`config.mk`:
```
export PLATFORM = sky130hd
export DESIGN_NAME = commit_port
export DESIGN_NICKNAME = d
export VERILOG_FILES = /design/src/core_pkg.sv /design/src/commit_port.sv
export SDC_FILE = /design/constraint.sdc
export NUM_CORES = 1
export LEC_CHECK = 0
export ABC_AREA = 1
export BUFFER_PORTS_ARGS = -buffer_cell sky130_fd_sc_hd__buf_4
export CORE_MARGIN = 4
export CORE_UTILIZATION = 30
export CTS_BUF_LIST = sky130_fd_sc_hd__clkbuf_8
export DETAILED_ROUTE_END_ITERATION = 7
export HOLD_SLACK_MARGIN = 0.1
export PLACE_DENSITY = 0.62
export RECOVER_POWER = 50
export REMOVE_ABC_BUFFERS = 1
export SLEW_MARGIN = 5
export SYNTH_ARGS = -nofsm -noshare
export SYNTH_HDL_FRONTEND = slang
export SYNTH_SLANG_ARGS = --single-unit
```
`constraint.sdc`:
```
create_clock -name clk -period 4.95 [get_ports clk]
set_clock_uncertainty 0.15 [all_clocks]
set_input_delay 0.7425 -clock clk [delete_from_list [all_inputs] [get_ports clk]]
set_output_delay 0.7425 -clock clk [all_outputs]
set_load 0.1 [all_outputs]
```
`src/core_pkg.sv`:
```
// Widths, opcodes, ALU operation codes, buffer and credit sizes, FSM state codes
// and the instruction word union with its R, I and U views.
package core_pkg;

    // Data and instruction widths.
    localparam int XLEN       = 64;
    localparam int ILEN       = 32;
    localparam int REG_ADDR_W = 5;

    // ALU operation codes.
    localparam int ALU_OP_W = 4;
    localparam logic [ALU_OP_W-1:0] ALU_ADD    = 4'd0;
    localparam logic [ALU_OP_W-1:0] ALU_SUB    = 4'd1;
    localparam logic [ALU_OP_W-1:0] ALU_AND    = 4'd2;
    localparam logic [ALU_OP_W-1:0] ALU_OR     = 4'd3;
    localparam logic [ALU_OP_W-1:0] ALU_XOR    = 4'd4;
    localparam logic [ALU_OP_W-1:0] ALU_SLT    = 4'd5;
    localparam logic [ALU_OP_W-1:0] ALU_SLTU   = 4'd6;
    localparam logic [ALU_OP_W-1:0] ALU_SLL    = 4'd7;
    localparam logic [ALU_OP_W-1:0] ALU_SRL    = 4'd8;
    localparam logic [ALU_OP_W-1:0] ALU_SRA    = 4'd9;
    localparam logic [ALU_OP_W-1:0] ALU_PASS_B = 4'd10;

    // Major opcodes.
    localparam logic [6:0] OPC_OP     = 7'b0110011;
    localparam logic [6:0] OPC_OP_IMM = 7'b0010011;
    localparam logic [6:0] OPC_LUI    = 7'b0110111;

    // Instruction buffer depth, also the source's initial credit count.
    localparam int INSTR_FIFO_DEPTH = 4;
    localparam int INSTR_PTR_W      = $clog2(INSTR_FIFO_DEPTH);

    // Commit records in flight before a credit returns.
    localparam int COMMIT_CREDITS = 2;
    localparam int COMMIT_CNT_W   = $clog2(COMMIT_CREDITS + 1);

    // Execution FSM states.
    localparam int ST_W = 2;
    localparam logic [ST_W-1:0] ST_IDLE    = 2'd0;
    localparam logic [ST_W-1:0] ST_DECODE  = 2'd1;
    localparam logic [ST_W-1:0] ST_EXECUTE = 2'd2;
    localparam logic [ST_W-1:0] ST_COMMIT  = 2'd3;

    // One instruction word, three decodings.
    typedef union packed {
        struct packed {
            logic [6:0]            funct7;
            logic [REG_ADDR_W-1:0] rs2;
            logic [REG_ADDR_W-1:0] rs1;
            logic [2:0]            funct3;
            logic [REG_ADDR_W-1:0] rd;
            logic [6:0]            opcode;
        } r;
        struct packed {
            logic [11:0]           imm;
            logic [REG_ADDR_W-1:0] rs1;
            logic [2:0]            funct3;
            logic [REG_ADDR_W-1:0] rd;
            logic [6:0]            opcode;
        } i;
        struct packed {
            logic [19:0]           imm;
            logic [REG_ADDR_W-1:0] rd;
            logic [6:0]            opcode;
        } u;
    } instr_u;

endpackage

```
`src/commit_port.sv`:
```
// Commit credit counter and the registered commit record.
`timescale 1ns/1ns

module commit_port import core_pkg::*; (
    input  logic                  clk,
    input  logic                  i_rst_n,
    input  logic                  i_commit_req,
    input  logic [REG_ADDR_W-1:0] i_rd,
    input  logic [XLEN-1:0]       i_value,
    input  logic                  i_illegal,
    input  logic                  i_commit_credit,
    output logic                  o_accept,
    output logic                  o_commit_valid,
    output logic [REG_ADDR_W-1:0] o_commit_rd,
    output logic [XLEN-1:0]       o_commit_value,
    output logic                  o_commit_illegal
);

    logic [COMMIT_CNT_W-1:0] credits;

    // Take a record only while the sink has room.
    assign o_accept = i_commit_req && (credits != '0);

    always_ff @(posedge clk or negedge i_rst_n) begin
        if (!i_rst_n) begin
            credits        <= COMMIT_CNT_W'(COMMIT_CREDITS);
            o_commit_valid <= 1'b0;
        end else begin
            case ({o_accept, i_commit_credit})
                2'b10:   credits <= credits - 1'b1;
                2'b01:   credits <= credits + 1'b1;
                default: credits <= credits;
            endcase
            o_commit_valid <= o_accept;
        end
    end

    // Record fields.
    always_ff @(posedge clk) begin
        if (o_accept) begin
            o_commit_rd      <= i_rd;
            o_commit_value   <= i_value;
            o_commit_illegal <= i_illegal;
        end
    end

endmodule

```
# Yosys cells after proc, flatten, opt, wreduce, memory -nomap -nowiden
# Index checks and enable logic that the tools add are counted.
[totals]
regBits = 73
latchBits = 0
ram_bits = 0
rom_bits = 0
input_bits = 74
output_inout_bits = 72
elab_cells = 13
memories = 0
[op_classes]
addsub = 2
multipliers = 0
div = 0
order_cmp = 0
n_eq_ne = 2
n_shift = 0
muxes = 1
n_bitwise = 0
n_reduce_logical = 3
[op_table]
columns = ["operator", "count"]
rows = [
  ["one-hot mux 2 bit (2 select lines)", 1],
  ["nonzero test 2 bit", 2],
  ["adder 2 x 1 -> 2 bit, second input constant", 1],
  ["equality test 2 x 1 -> 1 bit, second input constant", 1],
  ["equality test 2 bit, second input constant", 1],
  ["subtractor 2 x 1 -> 2 bit, second input constant", 1],
  ["logical AND 1 bit", 1],
]

# Logic depth before layout (Yosys ltp)
[depth]
depth_word = 4
ltp_mapped = 7
mapped_depth_nobuf = 7

# Least setup slack after synthesis
# No wires, ideal clock.
[synth_timing]
kind = "input to output"
startpoint = "in i_commit_req"
endpoint = "out o_accept"
arrival_ps = 2792
required_time_ps = 4058
path_slack_ps = 1265
cell_stages = 2
n_path_buf = 0
path_cell_list = "o21ai_0 -> inv_1"
[synth_via]
elab_chain_cells = 1
[synth_rtl]
columns = ["element", "line", "source"]
rows = [
  ["start: declaration", "commit_port.sv:7", "input logic i_commit_req,"],
  ["logical AND 1 bit", "commit_port.sv:22", "assign o_accept = i_commit_req && (credits != '0);"],
  ["end: declaration", "commit_port.sv:12", "output logic o_accept,"],
]
# No other way between the ends.

# Final worst setup path
[layout_timing]
startpoint = "reg o_commit_value[60]"
endpoint = "out o_commit_value[60]"
[layout_rtl]
columns = ["element", "line", "source"]
rows = [
  ["start: declaration", "commit_port.sv:15", "output logic [XLEN-1:0] o_commit_value,"],
  ["start signal: assignment", "commit_port.sv:42", "o_commit_value <= i_value;"],
]
# No word-level cell between the ends.

==> reports/results.tsv <==
metric	value	unit
hp-class	reg2reg	
grt_overflow	0	
rsz0062_at_grt	no	
pre_cts_slack	2.61	ns
yosysUniqueCellTypes	10	
timing.final.ws_setup	2.51	ns
switching_power	1.16	mW
grt_pass1_wl	7270	um
r2r-start	credits[1]	
slew_headroom	0.189	
routed_wl	5100	um
synth_ff_type	edfxtp_1	
yosysWarnings	0	
syn_area_per_cell	25.9	um2
final_util	0.482	
slowest_delay	0.89	ns
path_cells	clkbuf_1	
leakage	1.40	nW
power_frac_clock	0.158	
yosysTopAreaCellShare	0.934	
critPathLaunch	o_commit_value[60]	
cts_max_level	3	
die-area	8950	um2
tritoncts.num_buffers	9	
crit_path_end_kind	output port	
rr_worst_depth	3	
io_buffer_count	145	
crit_required	4.06	ns
cts_tree	done	
vias	1392	
finalCritPeriodShare	0.492	
row_count	31	
yosys-top-cells-count	edfxtp_1 (70), inv_1 (5), nand2_1 (4)	
syn_area	2250	um2
vias_per_cell	4.01	
period_needed	2.44	ns
synth-edff-count	70	
crit_buf_inv	1	
synth-adder-area-share	0.00556	
p_sw_frac	0.501	
first_iter_violations	40	
antenna_found_initial	0	
tightest_slew	1.22	ns
wl_per_cell	14.7	um
post_cts_buffers	0	
tns	0	ns
power_per_cell_area	660	nW/um2
antenna_left	0	
finalHoldViolCount	0	
total_power	2.31	mW
grt_max_degree	72	
track_usage	0.113	
r2r_setup_slack	2.90	ns
dp.cells	332	
die_h	94.6	um
worstPathArrival	1.54	ns
nets	320	
clk_latency	0.33	ns
synth_largest_area_cell	edfxtp_1	
clock-sinks	73	
holdWs	0.344	ns
synth_compound_area_frac	0.00222	
cp_slowest_cell	clkbuf_1	
ys_top_cells_by_area	edfxtp_1 (93%), dfrtp_1 (2.2%), dfstp_2 (1.2%)	
pwr-share-seq	0.380	
place_area	3470	um2
drive_gt1_frac	0.508	
core_area	7250	um2
async_flop_share	0.0411	
cp-endpoint	o_commit_value[60]	
synth_seq_area_share	0.968	
comb_power_share	0.462	
crit_cells	1	
p_int	1.15	mW
start_kind	flop	
instances_no_fill	347	
clock_path_buffers	2	
drv_cap	0	
ios	146	
gp_congestion	0.681	
clk_pin_slew	0.07	ns
grt_pass1_vias	1436	
synth_top_family_by_area	simple AND/OR/NAND/NOR gates	
yosys-mux-area-fraction	0	
crit_type	reg2out	
synth_seq_cells	73	
syn_to_final_growth	55.5	%
synth-xor-area-share	0.00389	
peakVddDrop	0.000250	V
initial_core_util	0.310	
setup_viol	0	
cts_root_buffer	clkbuf_8	
dp_hpwl	3850	um
netlist_instances	87	
fmax	411	MHz
fillers	663	
critPathTopFamily	buffers and inverters	
yosys.area_share.simple	0.0117	
hp-start	credits[1]	
timing.rr.end	o_commit_value[21]	
stdcell_area	3500	um2
cp_max_fo	1	
fp.dieW	94.6	um
diodes	0	
slew_violations	0	
dr.pass1.iters	5	
yosysMostFrequentCell	edfxtp_1	
route.detailed.drc	0	
status	completed	
## logic make-up (layout without fill, tap and decap cells)
group | count (synthesis) | in the layout
simple gates | 6 | 6
buf+inv | 5 | 166
xor+xnor | 1 | 1
fa+ha+maj | 1 | 1
flops | 73 | 73
compound gates | 1 | 1
## power by group through the flow
stage / sequential [mW] / combinational (mW) / clock (mW)
after detailed placement: 0.892 / 1.12 / 0
after CTS: 0.879 / 1.12 / 0.383
after global routing: 0.889 / 1.10 / 0.413
final: 0.877 / 1.07 / 0.365
after global placement: 0.888 / 1.12 / 0
after floorplan: 1.68 / 0.0950 / 0
## how the worst min path moves through the flow
stage | to | slack [ns] | depth (start not counted)
floorplan | credits[0] | 0.30 | 0
global placement | credits[1] | 0.31 | 2
detailed placement | credits[1] | 0.34 | 2
CTS | credits[1] | 0.35 | 2
global route | credits[1] | 0.36 | 2
finish | credits[1] | 0.34 | 2
## worst min-delay path, stage by stage (launching register included)
cell and delay (ns):
dfstp_2 0.38, nand2_1 0.06, nand2_1 0.05
## cell type report
type | instances | area (um2) | share of cell area
inverters | 5 | 18.8 | 0.00536
flip-flops and latches | 73 | 2180 | 0.623
multi-input cells | 9 | 52.6 | 0.0150
clock inverters | 5 | 26.3 | 0.00751
well taps | 99 | 124 | 0.0354
clock buffers | 9 | 124 | 0.0354
repair buffers | 147 | 975 | 0.279
## registers in the layout, summed over array words and instances (netlist names)
register          cells
o_commit_illegal      1
credits               2
o_commit_value       64
o_commit_valid        1
o_commit_rd           5
## routing by layer
metal | vias up | global-route usage | share of wire
met5 | - | 0 | 0
met4 | 0 | 0.0577 | 0.016
met3 | 9 | 0.0574 | 0.15
met2 | 92 | 0.187 | 0.48
met1 | 640 | 0.116 | 0.35
li1 | 651 | - | -
## repair_timing
| item | CTS | global route |
|---|---|---|
| hold buffers | 1 | 0 |
| endpoints found under the hold margin | 2 | 0 |
| gates resized for setup | 0 | 0 |
## layout by cell type, fill, tap and decap left out
cell type / count
clkbuf_4: 70
edfxtp_1: 70
buf_4: 41
clkbuf_1: 35
clkbuf_8: 9
inv_1: 5
nand2_1: 4
clkinv_2: 3
dfrtp_1: 2
o21ai_0: 1
inv_2: 1
xnor2_1: 1
nand3_1: 1
nand4_1: 1
ha_1: 1
clkinvlp_4: 1
dfstp_2: 1
dlygate4sd3_1: 1
No activity file was read; power rests on OpenSTA's default activity.
