`src/core_pkg.sv`:
```
// Widths, opcodes, ALU operation codes, buffer and credit sizes, FSM state codes
// and the instruction word union with its R, I and U views.
package core_pkg;

    // Data and instruction widths.
    localparam int XLEN       = 64;
    localparam int ILEN       = 32;
    localparam int REG_ADDR_W = 5;

    // ALU operation codes.
    localparam int ALU_OP_W = 4;
    localparam logic [ALU_OP_W-1:0] ALU_ADD    = 4'd0;
    localparam logic [ALU_OP_W-1:0] ALU_SUB    = 4'd1;
    localparam logic [ALU_OP_W-1:0] ALU_AND    = 4'd2;
    localparam logic [ALU_OP_W-1:0] ALU_OR     = 4'd3;
    localparam logic [ALU_OP_W-1:0] ALU_XOR    = 4'd4;
    localparam logic [ALU_OP_W-1:0] ALU_SLT    = 4'd5;
    localparam logic [ALU_OP_W-1:0] ALU_SLTU   = 4'd6;
    localparam logic [ALU_OP_W-1:0] ALU_SLL    = 4'd7;
    localparam logic [ALU_OP_W-1:0] ALU_SRL    = 4'd8;
    localparam logic [ALU_OP_W-1:0] ALU_SRA    = 4'd9;
    localparam logic [ALU_OP_W-1:0] ALU_PASS_B = 4'd10;

    // Major opcodes.
    localparam logic [6:0] OPC_OP     = 7'b0110011;
    localparam logic [6:0] OPC_OP_IMM = 7'b0010011;
    localparam logic [6:0] OPC_LUI    = 7'b0110111;

    // Instruction buffer depth, also the source's initial credit count.
    localparam int INSTR_FIFO_DEPTH = 4;
    localparam int INSTR_PTR_W      = $clog2(INSTR_FIFO_DEPTH);

    // Commit records in flight before a credit returns.
    localparam int COMMIT_CREDITS = 2;
    localparam int COMMIT_CNT_W   = $clog2(COMMIT_CREDITS + 1);

    // Execution FSM states.
    localparam int ST_W = 2;
    localparam logic [ST_W-1:0] ST_IDLE    = 2'd0;
    localparam logic [ST_W-1:0] ST_DECODE  = 2'd1;
    localparam logic [ST_W-1:0] ST_EXECUTE = 2'd2;
    localparam logic [ST_W-1:0] ST_COMMIT  = 2'd3;

    // One instruction word, three decodings.
    typedef union packed {
        struct packed {
            logic [6:0]            funct7;
            logic [REG_ADDR_W-1:0] rs2;
            logic [REG_ADDR_W-1:0] rs1;
            logic [2:0]            funct3;
            logic [REG_ADDR_W-1:0] rd;
            logic [6:0]            opcode;
        } r;
        struct packed {
            logic [11:0]           imm;
            logic [REG_ADDR_W-1:0] rs1;
            logic [2:0]            funct3;
            logic [REG_ADDR_W-1:0] rd;
            logic [6:0]            opcode;
        } i;
        struct packed {
            logic [19:0]           imm;
            logic [REG_ADDR_W-1:0] rd;
            logic [6:0]            opcode;
        } u;
    } instr_u;

endpackage

```
`src/instr_buffer.sv`:
```
// Instruction FIFO on the input stream.
// Returns one credit to the source per word popped.
`timescale 1ns/1ns

module instr_buffer import core_pkg::*; (
    input  logic   clk,
    input  logic   i_rst_n,
    input  logic   i_instr_valid,
    input  instr_u i_instr,
    input  logic   i_pop,
    output instr_u o_head,
    output logic   o_not_empty,
    output logic   o_instr_credit
);

    instr_u                 mem [INSTR_FIFO_DEPTH];
    logic [INSTR_PTR_W-1:0] wr_ptr;
    logic [INSTR_PTR_W-1:0] rd_ptr;
    logic [INSTR_PTR_W:0]   count;

    //------------------------------------------------------------
    // Storage.
    //------------------------------------------------------------
    always_ff @(posedge clk) begin
        if (i_instr_valid) begin
            mem[wr_ptr] <= i_instr;
        end
    end

    assign o_head      = mem[rd_ptr];
    assign o_not_empty = (count != '0);

    //------------------------------------------------------------
    // Pointers, occupancy and credit return.
    //------------------------------------------------------------
    // The source never writes without a credit, so no full check.
    always_ff @(posedge clk or negedge i_rst_n) begin
        if (!i_rst_n) begin
            wr_ptr         <= '0;
            rd_ptr         <= '0;
            count          <= '0;
            o_instr_credit <= 1'b0;
        end else begin
            if (i_instr_valid) begin
                wr_ptr <= wr_ptr + 1'b1;
            end
            if (i_pop) begin
                rd_ptr <= rd_ptr + 1'b1;
            end
            case ({i_instr_valid, i_pop})
                2'b10:   count <= count + 1'b1;
                2'b01:   count <= count - 1'b1;
                default: count <= count;
            endcase
            o_instr_credit <= i_pop;
        end
    end

endmodule

```
`config.mk`:
```
export PLATFORM = sky130hd
export DESIGN_NAME = instr_buffer
export DESIGN_NICKNAME = d
export VERILOG_FILES = /design/src/core_pkg.sv /design/src/instr_buffer.sv
export SDC_FILE = /design/constraint.sdc
export NUM_CORES = 1
export LEC_CHECK = 0
export BUFFER_PORTS_ARGS = -buffer_cell sky130_fd_sc_hd__buf_2
export CORE_AREA = 2 2 118 91
export DETAILED_ROUTE_END_ITERATION = 12
export DIE_AREA = 0 0 120 93
export PLACE_DENSITY = 0.81
export RECOVER_POWER = 100
export SYNTH_ARGS = -nofsm -noshare
export SYNTH_HDL_FRONTEND = slang
export SYNTH_SLANG_ARGS = --single-unit
export TNS_END_PERCENT = 5
```
`constraint.sdc`:
```
create_clock -name clk -period 3.9 [get_ports clk]
set_input_delay 0.39 -clock clk [delete_from_list [all_inputs] [get_ports clk]]
set_output_delay 0.39 -clock clk [all_outputs]
set_load 0.05 [all_outputs]
```
## After elaboration in Yosys (flattened, before gate mapping)

Memories as Yosys holds them, arrays and structs flattened.
Index checks and enable logic that the tools add are counted.
W data, S select, Z words.

- Add/subtract/negate cells: 4
- Shift-type cells: 0
- Order comparisons: 0
- $mul: 0
- Bitwise operators: 0
- Equality and inequality tests: 2
- Reductions and logical operators: 2
- Divide/modulo/power cells: 0
- Muxes and demuxes: 3

Operators with widths:

| operator | count |
|---|---|
| $pmux W3 S2 | 1 |
| $add A2 B1 Y2 const B | 2 |
| $add A3 B1 Y3 const B | 1 |
| $reduce_bool A3 Y1 | 1 |
| $sub A3 B1 Y3 const B | 1 |
| $eq A2 B1 Y1 const B | 1 |
| $eq A2 B2 Y1 const B | 1 |
| $mux W1 | 2 |
| $reduce_bool A2 Y1 | 1 |

- Input bits: 36
- Bits in latches: 0
- Register bits: 8
- Logic and storage cells: 16
- Memory bits (read-only): 0
- Bits in writable memories: 128
- Memories: 1

Memories:

| memory | words | width | read ports | clocked after Yosys merged registers in | wr ports | line | RTL |
|---|---|---|---|---|---|---|---|
| mem | 4 | 32 | 1 | 0 | 1 | instr_buffer.sv:16 | `instr_u mem [INSTR_FIFO_DEPTH];` |

## Logic depth before layout (Yosys ltp)

- Word-level depth: 2
- Gate-level depth with buffers: 6

## Worst setup path before layout

Ideal clock, no wire load.

- Kind: register to register
- Start: reg wr_ptr[0]
- End: mem mem[2][0] (netlist name) (enable)
- Data required time: 3.508 ns
- Setup slack: 2.098 ns
- Clock period less this slack: 1.802 ns
- Stages on the path, launching flop included: 4
- Setup time: 0.392 ns
- Arrival: 1.410 ns
- Path buffers: 0
- Cell sequence: dfrtp_1 > inv_1 > ha_1 > and2_1

RTL lines:

| what | line | RTL |
|---|---|---|
| from (decl) | instr_buffer.sv:17 | `logic [INSTR_PTR_W-1:0] wr_ptr;` |
| from (signal assigned) | instr_buffer.sv:45 | `wr_ptr <= wr_ptr + 1'b1;` |
| to (decl) | instr_buffer.sv:16 |  |

No word-level cell before the write port.

## Worst setup path in the final report

- Start: reg wr_ptr[0]
- End: mem mem[0][25] (netlist name) (enable)

No word-level cell before the write port.

==> reports/metrics.yaml <==
status: "complete, but fails checks"
violations: "max-capacitance violations, max-slew violations"
layout-area-overhead-vs-synth_pct: 19.7
worstMarginPinSlew_ns: 2.50
synth_area_leaders: "edfxtp_1, mux4_2, dfrtp_1, mux4_1, ha_1"
cp.required_ns: 3.86
antenna_found_initial: 0
vdd_drop_max_v: 0.000500
htreeDepth: 4
start_kind: "flip-flop"
drtPass1Iterations: 4
clockBufferDepth: 2
clk_latency_ns: 0.41
vias: 2249
synth_common_cells: "edfxtp_1, mux4_2, dfrtp_1"
grt_pass1_vias: 2427
fillerInstances: 739
grt_overflow: 0
yosysSeqAreaShare_pct: 79.7
r2r_end: "mem[0][25]"
dieHeight_um: 93
critical_path_class: "flip-flop to flip-flop"
synth_area_sq_um: 5070
final.setup.tns_ns: 0
reg2reg_from: "wr_ptr[0]"
clock.fmax_mhz: 339
period_share_pct: 75.6
ioPinCount: 70
rows: 32
synth-xor-area-share_pct: 1.04
min_from: "i_pop"
hold_viol: 0
utilization_pct: 60.4
gp_congestion: 0.651
diodes: 0
hold_depth: 1
yosys_most_used_dff: "edfxtp_1"
p_leak_uw: 0.00199
p_per_area_nw_per_um2: 918
cts_sinks: 136
chipWidth_um: 120
slew-limit-headroom_pct: -67.0
syn_nets: 243
maxSlewViolCount: 132
crit_path_max_fanout: 32
min_to: "o_instr_credit"
synth-adder-area-share_pct: 1.63
grt_max_degree: 34
grt_usage_pct: 16.6
syn_avg_cell_area_sq_um: 25.2
start_util_pct: 50.5
yosys_warnings: 0
synth_edf_count: 128
synthMostInstantiatedCell: "edfxtp_1"
synthSimpleGateAreaFrac_pct: 0.838
coreArea_sq_um: 10000
setup_viol: 0
async_flop_share_pct: 5.88
synthCells: 201
io_buffers: 69
rsz0062_at_grt: "false"
drtIter0Drc: 168
drc: 0
min_period_ns: 2.95
clk_pin_slew_ns: 0.05
finalClockSkew_ns: 0.00918
max_cap_violations: 4
avgRoutedWirePerCell_um: 19.6
drive_gt1_share_pct: 18.9
grt_pass1_wl_mm: 13.1
place_hpwl_mm: 4.94
synth_area_leader_cell: "edfxtp_1"
synth_compound_area_share_pct: 0.0986
ant_nets: 0
worst_setup_path_end_kind: "flip-flop"
synth_top_area_share_pct: 75.7
crit_arrival_ns: 2.91
reg2reg_slack_ns: 0.95
cts_buffers: 17
vias_per_cell: 5.21
ys_seq_elements: 136
cts_tree: "built"
hold_class: "primary input to flip-flop"
root_buffer: "clkbuf_16"
ys_types: 19
reg2reg_depth: 3
synth.area.mux_share_pct: 14.7
ctsResizeCount: 0
wirelength_mm: 8.49
die_area_sq_um: 11200
synth_top_family_by_area: "multiplexers"
final_nets: 325
[what timing repair did]
action                    in CTS  in global routing
hold buffers                   1                  0
hold endpoints to repair       8                  0
setup buffers                  0                  0
[per-stage QoR]
stage | hold slack, ns | area (sq um) | std cells | setup WS [ns] | total power, uW
after floorplan | 0.0944 | 5070 | 201 | 2.10 | 3610
after global placement | 0.242 | 5520 | 399 | 1.43 | 3920
after detailed placement | 0.244 | 5520 | 399 | 1.40 | 3960
after CTS | 0.158 | 6170 | 432 | 0.949 | 5690
after global routing | 0.207 | 6070 | 432 | 0.706 | 5790
final | 0.215 | 6070 | 432 | 0.953 | 5580
[kinds of logic after synthesis]
group,after synthesis
flip-flops,136
buffers and inverters,11
AND/OR/NAND/NOR,8
adder cells (fa/ha/maj),6
AO/OA/AOI/OAI,1
multiplexers,33
XOR/XNOR,6
[worst max path at each step]
stage | from | endpoint | slack [ns] | depth (start not counted)
after global routing | wr_ptr[0] | mem[0][23] | 0.71 | 3
after detailed placement | rd_ptr[0] | o_head[31] | 1.40 | 3
final | wr_ptr[0] | mem[0][25] | 0.95 | 3
after CTS | rd_ptr[0] | o_head[31] | 0.95 | 3
after global placement | rd_ptr[0] | o_head[31] | 1.43 | 3
after floorplan | wr_ptr[0] | mem[2][0] | 2.10 | 3
[final cells by class]
cell class / count / area [sq um] / area share [%]
sequential: 136 / 4050 / 66.6
timing repair buffer: 71 / 277 / 4.55
tap: 136 / 170 / 2.80
multi-input combinational: 54 / 930 / 15.3
clock inverter: 12 / 204 / 3.36
inverter: 3 / 11.3 / 0.185
clock buffer: 20 / 437 / 7.19
[placed cells by master (no fill, tap or decap), drive strengths merged]
master       instances
or3                  1
and2                 4
nor2                 1
mux4                32
inv                  3
edfxtp             128
xor2                 3
dlygate4sd3          1
mux2                 1
dfrtp                8
clkinv               6
o21ai                1
buf                  1
fa                   1
nand2                2
bufinv               6
xnor2                3
ha                   5
clkbuf              89
[state kept, by name, indices dropped and copies added, names as in the netlist]
register        count
count               3
mem               128
o_instr_credit      1
rd_ptr              2
wr_ptr              2
[worst max-delay path, cell delays in order (launching register included)]
cell and delay, ns:
dfrtp_1 0.42, inv_1 0.10, ha_1 0.15, and2_0 1.83
[where the power goes]
group | switching, uW | total [uW] | internal, uW
registers | 212 | 2150 | 1940
clock network | 541 | 1730 | 1190
logic | 1210 | 1700 | 490
[metal layers]
layer | part of all wire [%] | vias to the layer above | global-route usage, %
met3 | 5.5 | 8 | 5.24
met1 | 46 | 1155 | 22.3
met5 | 0 | - | 0
li1 | - | 1012 | -
met4 | 0.95 | 0 | 6.96
met2 | 47 | 74 | 25.5
Note: power is estimated with default switching activity, not from simulation.
