## config.mk

```make
export PLATFORM = sky130hd
export DESIGN_NAME = reg_file
export DESIGN_NICKNAME = d
export VERILOG_FILES = /design/src/core_pkg.sv /design/src/reg_file.sv
export SDC_FILE = /design/constraint.sdc
export NUM_CORES = 2
export LEC_CHECK = 0
export BUFFER_PORTS_ARGS = -buffer_cell sky130_fd_sc_hd__buf_2
export CAP_MARGIN = 10
export CORE_MARGIN = 2
export CORE_UTILIZATION = 60
export CTS_BUF_LIST = sky130_fd_sc_hd__clkbuf_4
export DETAILED_ROUTE_END_ITERATION = 12
export MAX_ROUTING_LAYER = met4
export PLACE_DENSITY_LB_ADDON = 0.25
export SYNTH_ARGS = -nofsm -noshare
export SYNTH_HDL_FRONTEND = slang
export SYNTH_SLANG_ARGS = --single-unit
```

## constraint.sdc

```tcl
create_clock -name clk -period 1.8 [get_ports clk]
set_input_delay 0 -clock clk [delete_from_list [all_inputs] [get_ports clk]]
set_output_delay 0 -clock clk [all_outputs]
set_load 0.02 [all_outputs]
```

## src/core_pkg.sv

```systemverilog
// Widths, opcodes, ALU operation codes, buffer and credit sizes, FSM state codes
// and the instruction word union with its R, I and U views.
package core_pkg;

    // Data and instruction widths.
    localparam int XLEN       = 64;
    localparam int ILEN       = 32;
    localparam int REG_ADDR_W = 5;

    // ALU operation codes.
    localparam int ALU_OP_W = 4;
    localparam logic [ALU_OP_W-1:0] ALU_ADD    = 4'd0;
    localparam logic [ALU_OP_W-1:0] ALU_SUB    = 4'd1;
    localparam logic [ALU_OP_W-1:0] ALU_AND    = 4'd2;
    localparam logic [ALU_OP_W-1:0] ALU_OR     = 4'd3;
    localparam logic [ALU_OP_W-1:0] ALU_XOR    = 4'd4;
    localparam logic [ALU_OP_W-1:0] ALU_SLT    = 4'd5;
    localparam logic [ALU_OP_W-1:0] ALU_SLTU   = 4'd6;
    localparam logic [ALU_OP_W-1:0] ALU_SLL    = 4'd7;
    localparam logic [ALU_OP_W-1:0] ALU_SRL    = 4'd8;
    localparam logic [ALU_OP_W-1:0] ALU_SRA    = 4'd9;
    localparam logic [ALU_OP_W-1:0] ALU_PASS_B = 4'd10;

    // Major opcodes.
    localparam logic [6:0] OPC_OP     = 7'b0110011;
    localparam logic [6:0] OPC_OP_IMM = 7'b0010011;
    localparam logic [6:0] OPC_LUI    = 7'b0110111;

    // Instruction buffer depth, also the source's initial credit count.
    localparam int INSTR_FIFO_DEPTH = 4;
    localparam int INSTR_PTR_W      = $clog2(INSTR_FIFO_DEPTH);

    // Commit records in flight before a credit returns.
    localparam int COMMIT_CREDITS = 2;
    localparam int COMMIT_CNT_W   = $clog2(COMMIT_CREDITS + 1);

    // Execution FSM states.
    localparam int ST_W = 2;
    localparam logic [ST_W-1:0] ST_IDLE    = 2'd0;
    localparam logic [ST_W-1:0] ST_DECODE  = 2'd1;
    localparam logic [ST_W-1:0] ST_EXECUTE = 2'd2;
    localparam logic [ST_W-1:0] ST_COMMIT  = 2'd3;

    // One instruction word, three decodings.
    typedef union packed {
        struct packed {
            logic [6:0]            funct7;
            logic [REG_ADDR_W-1:0] rs2;
            logic [REG_ADDR_W-1:0] rs1;
            logic [2:0]            funct3;
            logic [REG_ADDR_W-1:0] rd;
            logic [6:0]            opcode;
        } r;
        struct packed {
            logic [11:0]           imm;
            logic [REG_ADDR_W-1:0] rs1;
            logic [2:0]            funct3;
            logic [REG_ADDR_W-1:0] rd;
            logic [6:0]            opcode;
        } i;
        struct packed {
            logic [19:0]           imm;
            logic [REG_ADDR_W-1:0] rd;
            logic [6:0]            opcode;
        } u;
    } instr_u;

endpackage

```

## src/reg_file.sv

```systemverilog
// Integer register file, two combinational read ports and one write port.
`timescale 1ns/1ns

module reg_file import core_pkg::*; (
    input  logic                  clk,
    input  logic                  i_rst_n,
    input  logic [REG_ADDR_W-1:0] i_raddr_a,
    input  logic [REG_ADDR_W-1:0] i_raddr_b,
    input  logic                  i_we,
    input  logic [REG_ADDR_W-1:0] i_waddr,
    input  logic [XLEN-1:0]       i_wdata,
    output logic [XLEN-1:0]       o_rdata_a,
    output logic [XLEN-1:0]       o_rdata_b
);

    // x0 has no storage.
    logic [XLEN-1:0] regs [1:31];

    always_ff @(posedge clk or negedge i_rst_n) begin
        if (!i_rst_n) begin
            for (int k = 1; k < 32; k++) begin
                regs[k] <= '0;
            end
        end else if (i_we && (i_waddr != '0)) begin
            regs[i_waddr] <= i_wdata;
        end
    end

    // Reads of x0 return zero.
    assign o_rdata_a = (i_raddr_a == '0) ? '0 : regs[i_raddr_a];
    assign o_rdata_b = (i_raddr_b == '0) ? '0 : regs[i_raddr_b];

endmodule

```

==> Word-level counts from Yosys, hierarchy flattened <==
Cells that the tools add are included.
{ "totals": {"output_inout_bits": 128, "regBits": 1984, "elab_cells": 54, "in_bits": 82} }
{ "classes": {"n_mux": 11, "magnitude_cmp": 4, "n_bitwise": 3, "reduce_logical": 5} }
{ "op_table": {"columns": ["op", "count"], "rows": [
  ["1984-bit bitwise mux", 1],
  ["64-bit binary-select mux with 5-bit select", 2],
  ["64-bit 2-to-1 mux", 7],
  ["64-bit demux with 5-bit select", 1],
  ["6-bit >= comparator (second input constant)", 3],
  ["5-bit NOT with 6-bit output", 3],
  ["5-bit zero test", 2],
  ["6-bit by 1-bit < comparator with 1-bit output (second input constant)", 1],
  ["5-bit nonzero test", 1],
  ["1-bit logical AND", 2]
]} }

==> Depth between registers and ports, before layout <==
{ "depth": {"word_depth": 6, "mapped_depth": 10, "ltp_nobuf": 5} }

==> Worst setup path after synthesis <==
Ideal clock, no wire load.
{ "synth_timing": {"path_kind": "input port to output port", "from": "input port i_raddr_b[1]", "to": "output port o_rdata_b[5]", "t_arrival_ns": 1.797, "cell_stages": 8, "required_time_ns": 1.800, "n_path_buf": 4, "path_slack_ns": 0.003, "path_cell_list": "buf_2 -> buf_2 -> buf_2 -> buf_1 -> mux4_2 -> mux2_2 -> o211ai_1 -> o21ai_0"} }
{ "synth_between": {"elab_chain_len": 5, "word_cells_on_any_way": 6, "classes_between": "mux: 4; bitwise: 1; reduce/logical: 1"} }
{ "synth_rtl": {"columns": ["item", "line", "source"], "rows": [
  ["start, declared", "reg_file.sv:8", "input logic [REG_ADDR_W-1:0] i_raddr_b,"],
  ["5-bit NOT with 6-bit output (implied by the code)", "reg_file.sv:31", "assign o_rdata_b = (i_raddr_b == '0) ? '0 : regs[i_raddr_b];"],
  ["64-bit binary-select mux with 5-bit select", "reg_file.sv:31", null],
  ["64-bit 2-to-1 mux (implied by the code) (2 in a row)", "reg_file.sv:31", null],
  ["64-bit 2-to-1 mux (*)", "reg_file.sv:31", null],
  ["end, declared", "reg_file.sv:13", "output logic [XLEN-1:0] o_rdata_b"]
]} }
Every way passes the cells marked *; elsewhere a longest branch is shown, timed or not. The select of a mux whose other input is x is not followed.

==> Worst setup path after layout <==
{ "layout_timing": {"from": "register regs[966] in the netlist's numbering", "to": "output port o_rdata_b[6]"} }
{ "layout_between": {"elab_chain_len": 4} }
{ "layout_rtl": {"columns": ["item", "line", "source"], "rows": [
  ["start, declared", "reg_file.sv:17", "logic [XLEN-1:0] regs [1:31];"],
  ["start signal, assigned by index", "reg_file.sv:25", "regs[i_waddr] <= i_wdata;"],
  ["64-bit binary-select mux with 5-bit select", "reg_file.sv:31", null],
  ["64-bit 2-to-1 mux (implied by the code) (2 in a row)", "reg_file.sv:31", null],
  ["64-bit 2-to-1 mux", "reg_file.sv:31", null]
]} }
Every way passes these cells. The select of a mux whose other input is x is not followed.

==> key figures <==
Final layout
  • Fill cells: 11204
  • Final Core Density: 73.13%
  • Share of cells above drive strength 1: 58.49%
  • Fin cells: 11306
  • Area growth, synth to finish: 20.88%
  • Nets: 8669
  • Top Registers: regs (1984)
  • Commonest non-fill, non-tap cells in the layout: mux2_2 (2150), dfrtp_1 (1984), clkbuf_4 (817)
  • Commonest non-fill, non-tap cell in the layout: mux2_2
  • Multi-input gate area: 54710 µm²
  • Sequential Area: 49650 µm²
  • Most flop-heavy register: regs
  • Largest register FFs: 1984

Synth
  • Mean Syn Cell Area: 14.32 µm²
  • Synth Cell Area: 106700 µm²
  • Syn_nets: 7531
  • Yosys warning total: 0
  • Synth unique cells: 44
  • Area leader, netlist: dfrtp_1
  • Most common flop cell mapped by yosys: dfrtp_1
  • Sequential-to-total area share from yosys stat: 46.55%
  • Post-synth EDFFs: 0
  • FF+latch count, synth: 1984
  • Top cells by area, synth: dfrtp_1 (47%), mux2_2 (23%), mux4_2 (16%), mux2i_1 (4.3%), clkbuf_1 (1.6%)
  • Post-synth ARST share: 100.0%
  • Post-synth top area share: 46.55%
  • Cell count after synthesis: 7449

Route
  • Pre-Repair DR Iteration Count: 6
  • Met2 wire length: 162800 µm
  • M1 wire length: 133600 µm
  • Total vias in the final route: 78219
  • Top sig layer: met4
  • Met3 Routed Length: 35810 µm
  • Post-DR vias/cell: 6.918
  • Drt drc: 0
  • Post-DRT Antenna Nets: 0
  • DRT Wirelength: 354200 µm
  • Initial DRC Count: 8771
  • Routed len/inst: 31.33 µm

CTS
  • Clk sink count: 1984
  • CTS tree: yes
  • Clk Latency, worst-skew pair: 1.38 ns
  • CTS root buf: clkbuf_4
  • Max Root-Sink Buffers: 4
  • Clk slew on worst S/H paths: 0.06 ns
  • H-Tree Depth: 6
  • CTS Buf Count: 554

Worst setup path
  • Setup crit start kind: flip-flop
  • Crit path largest cell delay: 0.47 ns
  • CP bufs+invs: 2
  • Max FO, Critical Path: 3
  • Critical Path AT: 3.27 ns
  • Crit. End Element: output pin
  • Cell family with most CP delay: multiplexers
  • Launching point of the worst reg2reg path: regs[846]$_DFFE_PN0P_
  • Worst Setup SP: regs[966]$_DFFE_PN0P_
  • Required time of the worst setup path: 1.80 ns
  • Cells along the critical path: mux4_2 -> mux2_4 -> o211ai_1 -> o21ai_1 -> buf_4 -> buf_6
  • CP max stage cell: mux4_2
  • Setup CP Type: reg -> out

Floorplanning
  • Num rows: 154
  • I/O pins: 210
  • Core Area: 176300 µm²
  • Die Span Y: 425.6 µm
  • Initial core utilization: 60.50%
  • Die area: 181200 µm²
  • Die width: 425.6 µm

GRT
  • Vias in the first global route: 80797
  • Initial antenna violation count: 16
  • Gr ovfl total: 0
  • Largest net degree at the start of global routing: 102
  • First-pass GRT wire length: 525100 µm
  • GRT Util Overall: 40.38%

Timing
  • RSZ-0062 raised after global routing: yes
  • Setup WS post-layout: -1.473 ns
  • Layout Skew: 0 ns
  • Fmax: 0.3056 GHz
  • Crit path time final: 3.273 ns
  • Actual slew at the worst max-slew pin: 1.110 ns
  • Hold Fails Final Rpt: 0
  • Final setup vio count: 134
  • Slew HR: 25.73%
  • Max Slew Vio Count: 0
  • Period utilization: 181.8%

Outcome
  • Failing checks: setup timing
  • Status: finished, violations left

Placed design
  • I/O Buffers: 209
  • Post-placement cell count: 10103
  • GPL Wtd Cong: 0.9038
  • Post-DP HPWL: 226000 µm

Worst hold path
  • Worst hold-check path type: in -> reg
  • HP Start: i_waddr[0]

Power
  • Pleak: 58.11 nW
  • Power Density: 1039 nW/µm²
  • Total power: 0.1339 W
  • VDD IR max: 689.5 µV

Job
  • Max-cap violations: 0
-- stage by stage --
step	setup WS (ns)	instance area (µm²)	hold WS [ns]	setup TNS, ns
detailed placement	-0.3648	118200	-0.06586	-58.93
floorplan	0.002991	106700	-0.2956	0
finish	-1.473	128900	0.07012	-159.31
CTS	-1.552	128100	0.003030	-183.04
global placement	-0.3565	118200	-0.06388	-51.74
global route	-1.643	128900	0.03580	-173.62
-- metal layers --
layer / up-vias / track usage, %
li1: 31136 / -
met1: 40830 / 51.76
met2: 4932 / 59.54
met3: 1321 / 9.743
met4: 0 / 22.29
met5: - / -
-- worst min-delay path: stages --
cell and delay, ns:
dlygate4sd3_1 0.61, buf_2 0.21, nor3_1 0.10, buf_4 0.15, nand2_4 0.17, mux2_2 0.18
-- power breakdown --
part	total, W	switching (W)	internal (W)	leakage, nW
Sequential	0.0601	0.00678	0.0534	25.4
Combinational	0.0327	0.0133	0.0195	28.7
Clock	0.0411	0.0196	0.0214	4.03
Total	0.134	0.0397	0.0942	58.1
-- final cells by class --
cell class / count / area share, %
clock inverters: 97 / 0.4173
inverters: 1 / 0.004852
multi-input cells: 4662 / 42.43
flip-flops and latches: 1984 / 38.51
well taps: 2340 / 2.271
clock buffers: 817 / 4.757
diodes: 21 / 0.04076
repair buffers: 1384 / 11.57
-- path summary, 6_finish.rpt --
kind / to / slack [ns] / depth (start not counted)
setup / recovery: o_rdata_b[6] / -1.47 / 6
min in group asynchronous: regs[932]$_DFFE_PN0P_ / 0.28 / 5
hold reg to reg: regs[118]$_DFFE_PN0P_ / 0.52 / 1
max in group asynchronous: regs[1301]$_DFFE_PN0P_ / 0.50 / 7
hold / removal: regs[963]$_DFFE_PN0P_ / 0.07 / 6
setup reg to reg: regs[846]$_DFFE_PN0P_ / 0.44 / 2
-- synth_stat cells (19+ instances only) --
cell type and number:
mux2_2 2178, dfrtp_1 1984, mux4_2 748, mux2i_1 458
clkbuf_1 446, nand2_1 253, buf_2 251, a21oi_1 121
nor2b_1 121, a221oi_1 119, o21ai_0 105, nor2_1 98
nor3_1 88, o211ai_1 79, a22oi_1 75, a31oi_1 68
buf_1 49, buf_4 41, nand3_1 19
-- what timing repair did --
action                                  in CTS  in global routing
pin swaps                                  108                 88
gates resized for setup                    327                149
endpoints found under the setup margin     128                256
cloned                                       0                  0
setup buffers                               86                 34
hold endpoints to repair                  3968                  6
hold buffers                               154                  2
-- cell families after synthesis --
logic type | Yosys count | synth area share, %
muxes | 3391 | 43.18
DFF | 1984 | 46.55
buffers and inverters | 803 | 3.370
AOI/OAI and AO/OA | 651 | 4.212
and+or+nand+nor | 620 | 2.691
Note: power is estimated with default switching activity, not from simulation.
