## config.mk

```make
export PLATFORM = sky130hd
export DESIGN_NAME = exec_control
export DESIGN_NICKNAME = d
export VERILOG_FILES = /design/src/core_pkg.sv /design/src/exec_control.sv
export SDC_FILE = /design/constraint.sdc
export NUM_CORES = 1
export LEC_CHECK = 0
export ABC_AREA = 0
export BUFFER_PORTS_ARGS = -buffer_cell sky130_fd_sc_hd__clkbuf_2
export CORE_AREA = 2 2 200 202
export DETAILED_ROUTE_END_ITERATION = 8
export DIE_AREA = 0 0 202 204
export PLACE_DENSITY = 0.57
export SYNTH_ARGS = -nofsm -noshare
export SYNTH_HDL_FRONTEND = slang
export SYNTH_SLANG_ARGS = --single-unit
```

## constraint.sdc

```tcl
create_clock -name clk -period 14.2 [get_ports clk]
set_input_delay 2.13 -clock clk [delete_from_list [all_inputs] [get_ports clk]]
set_output_delay 2.13 -clock clk [all_outputs]
set_load 0.01 [all_outputs]
```

## src/core_pkg.sv

```systemverilog
// Widths, opcodes, ALU operation codes, buffer and credit sizes, FSM state codes
// and the instruction word union with its R, I and U views.
package core_pkg;

    // Data and instruction widths.
    localparam int XLEN       = 64;
    localparam int ILEN       = 32;
    localparam int REG_ADDR_W = 5;

    // ALU operation codes.
    localparam int ALU_OP_W = 4;
    localparam logic [ALU_OP_W-1:0] ALU_ADD    = 4'd0;
    localparam logic [ALU_OP_W-1:0] ALU_SUB    = 4'd1;
    localparam logic [ALU_OP_W-1:0] ALU_AND    = 4'd2;
    localparam logic [ALU_OP_W-1:0] ALU_OR     = 4'd3;
    localparam logic [ALU_OP_W-1:0] ALU_XOR    = 4'd4;
    localparam logic [ALU_OP_W-1:0] ALU_SLT    = 4'd5;
    localparam logic [ALU_OP_W-1:0] ALU_SLTU   = 4'd6;
    localparam logic [ALU_OP_W-1:0] ALU_SLL    = 4'd7;
    localparam logic [ALU_OP_W-1:0] ALU_SRL    = 4'd8;
    localparam logic [ALU_OP_W-1:0] ALU_SRA    = 4'd9;
    localparam logic [ALU_OP_W-1:0] ALU_PASS_B = 4'd10;

    // Major opcodes.
    localparam logic [6:0] OPC_OP     = 7'b0110011;
    localparam logic [6:0] OPC_OP_IMM = 7'b0010011;
    localparam logic [6:0] OPC_LUI    = 7'b0110111;

    // Instruction buffer depth, also the source's initial credit count.
    localparam int INSTR_FIFO_DEPTH = 4;
    localparam int INSTR_PTR_W      = $clog2(INSTR_FIFO_DEPTH);

    // Commit records in flight before a credit returns.
    localparam int COMMIT_CREDITS = 2;
    localparam int COMMIT_CNT_W   = $clog2(COMMIT_CREDITS + 1);

    // Execution FSM states.
    localparam int ST_W = 2;
    localparam logic [ST_W-1:0] ST_IDLE    = 2'd0;
    localparam logic [ST_W-1:0] ST_DECODE  = 2'd1;
    localparam logic [ST_W-1:0] ST_EXECUTE = 2'd2;
    localparam logic [ST_W-1:0] ST_COMMIT  = 2'd3;

    // One instruction word, three decodings.
    typedef union packed {
        struct packed {
            logic [6:0]            funct7;
            logic [REG_ADDR_W-1:0] rs2;
            logic [REG_ADDR_W-1:0] rs1;
            logic [2:0]            funct3;
            logic [REG_ADDR_W-1:0] rd;
            logic [6:0]            opcode;
        } r;
        struct packed {
            logic [11:0]           imm;
            logic [REG_ADDR_W-1:0] rs1;
            logic [2:0]            funct3;
            logic [REG_ADDR_W-1:0] rd;
            logic [6:0]            opcode;
        } i;
        struct packed {
            logic [19:0]           imm;
            logic [REG_ADDR_W-1:0] rd;
            logic [6:0]            opcode;
        } u;
    } instr_u;

endpackage

```

## src/exec_control.sv

```systemverilog
// Instruction register, decode through the instruction union, immediate extension
// and the idle, decode, execute, commit FSM.
`timescale 1ns/1ns

module exec_control import core_pkg::*; (
    input  logic                  clk,
    input  logic                  i_rst_n,
    input  instr_u                i_head,
    input  logic                  i_not_empty,
    input  logic [XLEN-1:0]       i_rdata_a,
    input  logic [XLEN-1:0]       i_rdata_b,
    input  logic [XLEN-1:0]       i_alu_result,
    input  logic                  i_accept,
    output logic                  o_pop,
    output logic [REG_ADDR_W-1:0] o_raddr_a,
    output logic [REG_ADDR_W-1:0] o_raddr_b,
    output logic                  o_reg_we,
    output logic [REG_ADDR_W-1:0] o_reg_waddr,
    output logic [XLEN-1:0]       o_reg_wdata,
    output logic [ALU_OP_W-1:0]   o_alu_op,
    output logic [XLEN-1:0]       o_alu_a,
    output logic [XLEN-1:0]       o_alu_b,
    output logic                  o_commit_req,
    output logic [REG_ADDR_W-1:0] o_commit_rd,
    output logic [XLEN-1:0]       o_commit_value,
    output logic                  o_commit_illegal
);

    logic [ST_W-1:0] state;
    instr_u          instr_q;
    logic [XLEN-1:0] rs1_q;
    logic [XLEN-1:0] rs2_q;
    logic [XLEN-1:0] result_q;

    logic [ALU_OP_W-1:0] s_alu_op;
    logic [XLEN-1:0]     s_imm;
    logic                s_use_imm;
    logic                s_illegal;

    //------------------------------------------------------------
    // Decode of the latched instruction.
    //------------------------------------------------------------
    always_comb begin
        s_alu_op  = ALU_ADD;
        s_imm     = '0;
        s_use_imm = 1'b0;
        s_illegal = 1'b0;
        case (instr_q.r.opcode)
            OPC_OP: begin
                // funct7 then funct3.
                case ({instr_q.r.funct7, instr_q.r.funct3})
                    10'b0000000_000: s_alu_op = ALU_ADD;
                    10'b0100000_000: s_alu_op = ALU_SUB;
                    10'b0000000_001: s_alu_op = ALU_SLL;
                    10'b0000000_010: s_alu_op = ALU_SLT;
                    10'b0000000_011: s_alu_op = ALU_SLTU;
                    10'b0000000_100: s_alu_op = ALU_XOR;
                    10'b0000000_101: s_alu_op = ALU_SRL;
                    10'b0100000_101: s_alu_op = ALU_SRA;
                    10'b0000000_110: s_alu_op = ALU_OR;
                    10'b0000000_111: s_alu_op = ALU_AND;
                    default:         s_illegal = 1'b1;
                endcase
            end
            OPC_OP_IMM: begin
                s_use_imm = 1'b1;
                s_imm     = {{(XLEN-12){instr_q.i.imm[11]}}, instr_q.i.imm};
                // Immediate shifts are not supported.
                case (instr_q.i.funct3)
                    3'b000:  s_alu_op = ALU_ADD;
                    3'b010:  s_alu_op = ALU_SLT;
                    3'b011:  s_alu_op = ALU_SLTU;
                    3'b100:  s_alu_op = ALU_XOR;
                    3'b110:  s_alu_op = ALU_OR;
                    3'b111:  s_alu_op = ALU_AND;
                    default: s_illegal = 1'b1;
                endcase
            end
            OPC_LUI: begin
                s_use_imm = 1'b1;
                s_alu_op  = ALU_PASS_B;
                s_imm     = {{(XLEN-ILEN){instr_q.u.imm[19]}}, instr_q.u.imm, 12'b0};
            end
            default: s_illegal = 1'b1;
        endcase
    end

    //------------------------------------------------------------
    // FSM.
    //------------------------------------------------------------
    always_ff @(posedge clk or negedge i_rst_n) begin
        if (!i_rst_n) begin
            state <= ST_IDLE;
        end else begin
            case (state)
                ST_IDLE:    if (i_not_empty) state <= ST_DECODE;
                ST_DECODE:  state <= ST_EXECUTE;
                ST_EXECUTE: state <= ST_COMMIT;
                ST_COMMIT:  if (i_accept) state <= ST_IDLE;
                default:    state <= ST_IDLE;
            endcase
        end
    end

    // Instruction and operands latch in decode, result in execute.
    always_ff @(posedge clk) begin
        if (state == ST_DECODE) begin
            instr_q <= i_head;
            rs1_q   <= i_rdata_a;
            rs2_q   <= i_rdata_b;
        end
        if (state == ST_EXECUTE) begin
            result_q <= s_illegal ? '0 : i_alu_result;
        end
    end

    //------------------------------------------------------------
    // Outputs.
    //------------------------------------------------------------
    assign o_pop     = (state == ST_DECODE);
    assign o_raddr_a = i_head.r.rs1;
    assign o_raddr_b = i_head.r.rs2;

    assign o_alu_op = s_alu_op;
    assign o_alu_a  = rs1_q;
    assign o_alu_b  = s_use_imm ? s_imm : rs2_q;

    // Write back together with the accept.
    assign o_reg_we    = (state == ST_COMMIT) && i_accept && !s_illegal;
    assign o_reg_waddr = instr_q.r.rd;
    assign o_reg_wdata = result_q;

    assign o_commit_req     = (state == ST_COMMIT);
    assign o_commit_rd      = instr_q.r.rd;
    assign o_commit_value   = result_q;
    assign o_commit_illegal = s_illegal;

endmodule

```

Word level (Yosys, flattened, before mapping):

Index checks and enable logic that the tools add are counted.

* add/subtract/negate cells: 0
* multipliers: 0
* div/mod/pow operators: 0
* $lt $le $gt $ge: 0
* equal/unequal tests: 22
* shift operators: 0
* muxes and demuxes: 12
* bitwise gates (word level): 0
* reductions and logical operators: 10

Operators by type and width (count)
* case mux 64 bit (2 select lines): 1
* 2-to-1 mux 64 bit: 1
* equality test 10 x 3 -> 1 bit (second input constant): 4
* case mux 4 bit (9 select lines): 1
* equality test 10 x 2 -> 1 bit (second input constant): 2
* equality test 10 x 9 -> 1 bit (second input constant): 2
* case mux 3 bit (5 select lines): 1
* equality test 7 x 6 -> 1 bit (second input constant): 2
* case mux 4 bit (3 select lines): 1
* equality test 10 x 1 -> 1 bit (second input constant): 1
* zero test 10 bit: 1
* OR reduction 10 bit: 1
* equality test 3 bit (second input constant): 3
* case mux 2 bit (4 select lines): 1
* equality test 7 x 5 -> 1 bit (second input constant): 1
* equality test 3 x 2 -> 1 bit (second input constant): 2
* OR reduction 6 bit: 1
* equality test 2 bit (second input constant): 2
* 2-to-1 mux 2 bit: 2
* inequality test 2 bit (second input constant): 2
* zero test 3 bit: 1
* 2-to-1 mux 1 bit: 3
* case mux 1 bit (3 select lines): 1
* equality test 2 x 1 -> 1 bit (second input constant): 1
* 5 further kinds: 6

* flip-flop bits (word level): 226
* bits in latches: 0
* bits in writable memories: 0
* memory bits (read-only): 0
* output and inout bits: 284
* word-level logic and storage cells: 49
* memories: 0

Longest topological paths before layout:

* depth after elaboration: 6
* mapped depth: 7

Least setup slack after synthesis:

OpenSTA, ideal clock, no wires.

* path type: reg2out
* start point: register state[1]
* end point: output port o_pop
* arrival time: 4255 ps
* setup slack: 7815 ps
* cell stages (with the launch flop): 3
* buffers on the path: 0
* path through: dfrtp_1 > inv_1 > ha_1

* longest elaborated chain between the ends: 1

Ends and longest elaborated chain
* start: declaration: line exec_control.sv:29 `logic [ST_W-1:0] state;`
* start signal: assignment: line exec_control.sv:93 `state <= ST_IDLE;`
* start signal: assignment: line exec_control.sv:96 `ST_IDLE: if (i_not_empty) state <= ST_DECODE;`
* start signal: assignment: line exec_control.sv:97 `ST_DECODE: state <= ST_EXECUTE;`
* equality test 2 x 1 -> 1 bit: line exec_control.sv:120 `assign o_pop = (state == ST_DECODE);`
* end: declaration: line exec_control.sv:14 `output logic o_pop,`

Every way passes these cells.

Worst setup path in the final report:

* start point: register instr_q[6] (netlist name)
* end point: output port o_alu_b[47]

* longest elaborated chain between the ends: 4

Ends and longest elaborated chain
* start: declaration: line exec_control.sv:30 `instr_u instr_q;`
* start signal: assignment: line exec_control.sv:108 `instr_q <= i_head;`
* equality test 7 x 5 -> 1 bit / equality test 7 x 6 -> 1 bit (equally long branches): line exec_control.sv:48 `case (instr_q.r.opcode)`
* OR reduction 2 bit (no line)
* 2-to-1 mux 1 bit: line exec_control.sv:48
* 2-to-1 mux 64 bit (*): line exec_control.sv:126 `assign o_alu_b = s_use_imm ? s_imm : rs2_q;`
* end: declaration: line exec_control.sv:22 `output logic [XLEN-1:0] o_alu_b,`

Mark *: on every way between the ends. The rest lies on a longest branch, timed or not.

==> key figures <==
Run status
  – Outcome: completed

Synth
  – Area contributors post-synth: edfxtp_1, buf_4, and3_1
  – Sequential area share after synthesis: 76.0%
  – Synth area leader: edfxtp_1
  – Yosys top cell area share: 75.5%
  – YS warnings: 0
  – Post-synthesis adder-cell area fraction: 0.562%
  – Synth Net Count: 759
  – Yosys reg bits: 226
  – Syn Area/Cell: 16.9 um^2
  – Combinational family with the most area after synthesis: buffers and inverters
  – Xor and xnor area share after synthesis: 0.295%
  – Yosys cell types: 43
  – Main synth FF type: edfxtp_1
  – Post-synthesis compound-gate area fraction: 7.34%
  – Post-Synth Simple-Gate Area: 6.37%
  – Mux cell area share after synthesis: 0.112%
  – Number of synthesized flops with an enable pin: 224
  – Synth Cell Area: 8910 um^2
  – Ys async rst share: 0.885%
  – Syn Inst Count: 527

Floorplan
  – Cell Rows: 73
  – Die X-Extent: 202 um
  – Die area: 41200 um^2
  – Core Area: 39200 um^2
  – Die Y: 204 um
  – IO Pins: 512
  – Initial Util: 22.7%

Drt
  – Vias: 6103
  – Per-cell routed wire length: 19.8 um
  – Pre-antenna DRT Iters: 4
  – Number of DRC markers in iteration 0: 262
  – Vias/cell: 4.06
  – Routed WL: 29700 um
  – DRC viols: 0
  – Antenna Violating Nets Remaining: 0

Placed design
  – Pre-CTS WS: 9.39 ns
  – Port bufs: 511
  – GPL Wtd Cong: 0.812
  – Post-DP HPWL: 23100 um

Timing
  – Slew HR: 19.3%
  – Setup TNS Final: 0 ns
  – Period utilization: 38.1%
  – Setup ws final: 8.79 ns
  – Number of max-slew violations in the final report: 0
  – RSZ-0062 raised after global routing: no
  – Setup-failing EPs final: 0
  – Fin. Hold Viols: 0
  – Setup Skew: 0.0273 ns
  – FMAX: 0.185 GHz
  – Hold WS: 0.637 ns
  – Worst-Margin Slew: 1.21 ns
  – Final Critical Period: 5.41 ns

Clock tree
  – Htree depth: 1
  – Post-CTS sizing: 0
  – Worst skew pair latency: 0.57 ns
  – CTS tree: yes
  – Root Buffer: clkbuf_16
  – # hold bufs at CTS: 0
  – Num CTS Buffers: 26
  – Worst-case clock buffer depth: 3
  – CTS sink cnt: 226
  – Post-CTS Setup Bufs: 0
  – Worst-path clk slew: 0.06 ns

Worst setup path
  – Worst r2r src: instr_q[26]$_DFFE_PP_
  – Setup Crit Path Kind: reg2out
  – Arrival @ worst endpoint: 3.28 ns
  – R2r endpoint: o_commit_value[54]$_SDFFCE_PP0P_
  – CP required: 12.07 ns
  – FF-to-FF setup slack: 11.75 ns
  – Critical Path Start Type: register
  – CP endpoint kind: primary output
  – CP Max Fanout: 33
  – R2R depth: 5

Worst hold path
  – Hold depth: 1
  – Hold crit path type: reg2reg
  – Worst hold endpoint: state[0]$_DFFE_PN0P_
  – Worst hold start: state[0]$_DFFE_PN0P_

Job
  – Max-Cap Viols: 0

Global route
  – Total track usage: 13.5%
  – Largest net degree at the start of global routing: 74
  – Total gr overflow: 0
  – Vias in the first global route: 6199
  – Global-route wire length before repair: 40700 um
  – Antenna violations before repair: 8

Power and ir drop
  – Power density cells: 206 nW/um^2
  – Maximum VDD drop: 0.000128 V
  – P_leak: 5.58 nW

Final layout
  – Final #Nets: 1186
  – Layout area overhead: 37.7%
  – Share of cells above drive strength 1: 58.0%
## synth_stat cells, types with 2 or more instances
master    instances
a22o_1           11
nand2_1           5
clkbuf_1         14
and3_1           65
edfxtp_1        224
xor2_1            2
buf_2            13
buf_6             5
o21a_1            2
or3_1             2
a21o_1           34
nor2b_1           2
nand3_1           3
ha_1              4
inv_1             5
buf_4            84
nor2_1            4
o21ai_0           4
a221o_1          19
dfrtp_1           2
## state kept, by name, summed over array words and instances, names as in the netlist
name            flops
instr_q            32
o_alu_a            64
rs2_q              64
o_commit_value     64
state               2
## through the flow
step           utilization (%)  power [mW]  cell area, um^2  std cells
2_1_floorplan                -        1.60             8910        527
3_5_place_dp              29.1        1.89            11400       1451
6_report                  31.3        2.53            12300       1503
5_1_grt                   31.3        2.66            12300       1500
4_1_cts                   31.3        2.58            12300       1499
3_3_place_gp              29.1        1.89            11400       1451
## placed cells by master, fill, tap and decap left out, types with 2 or more instances in the layout
cell	instances
clkinvlp_4	2
ha_1	2
bufinv_16	3
nand3_1	3
nor2_2	2
nor2b_1	2
xor2_1	2
clkbuf_16	26
clkinv_4	2
o21ai_0	4
nand2_1	5
diode_2	4
dfrtp_1	2
clkinv_1	8
a21o_1	34
clkinv_2	4
clkbuf_1	2
a221o_1	19
buf_4	5
clkbuf_2	511
o21a_1	2
ha_4	2
a22o_1	11
inv_1	5
and3_1	65
edfxtp_1	224
## kinds of logic (layout without fill, tap and decap cells)
kind of cell    after synthesis  after routing
xor+xnor                      3              3
compound gates               80             80
mux                           1              1
simple gates                 91             91
buf+inv                     122            569
fa+ha+maj                     4              4
flops                       226            226
other cells                   0              4
## area by class of cell
type                            count  area, um^2
Antenna cell                        4        10.0
Clock buffer                       28         658
Clock inverter                     20         203
Fill cell                        3945       26900
Inverter                            5        18.8
Multi-Input combinational cell    179        1350
Sequential cell                   226        6780
Tap cell                          525         657
Timing Repair Buffer              516        2590
## worst max-delay path: stages (launching register included)
cell and delay [ns]:
edfxtp_1 0.35, nand4bb_1 0.34, or3_2 0.75, nor2_2 0.99, a21o_1 0.16, clkbuf_2 0.13
## how the worst max path moves through the flow
stage / start / end / slack, ns / depth (start not counted)
3_5_place_dp: instr_q[6]$_DFFE_PP_ / o_alu_b[55] / 9.39 / 5
5_1_grt: instr_q[6]$_DFFE_PP_ / o_alu_b[63] / 8.55 / 5
4_1_cts: instr_q[6]$_DFFE_PP_ / o_alu_b[47] / 8.77 / 5
3_3_place_gp: instr_q[6]$_DFFE_PP_ / o_alu_b[45] / 9.56 / 5
2_1_floorplan: state[1]$_DFFE_PN0P_ / o_pop / 7.81 / 2
6_report: instr_q[6]$_DFFE_PP_ / o_alu_b[47] / 8.79 / 5
## routing by layer
layer / vias to the layer above / GRT usage [%] / part of all wire [%]
met5: - / 0 / 0.13
met4: 6 / 4.36 / 3.3
met3: 53 / 5.77 / 10
met2: 360 / 25.2 / 52
met1: 2882 / 13.5 / 34
li1: 2802 / - / -
## power by group
part | internal (mW) | switching [mW]
combinational | 0.256 | 0.454
clock | 0.391 | 0.280
sequential | 1.03 | 0.119
No activity file was read; power rests on OpenSTA's default activity.
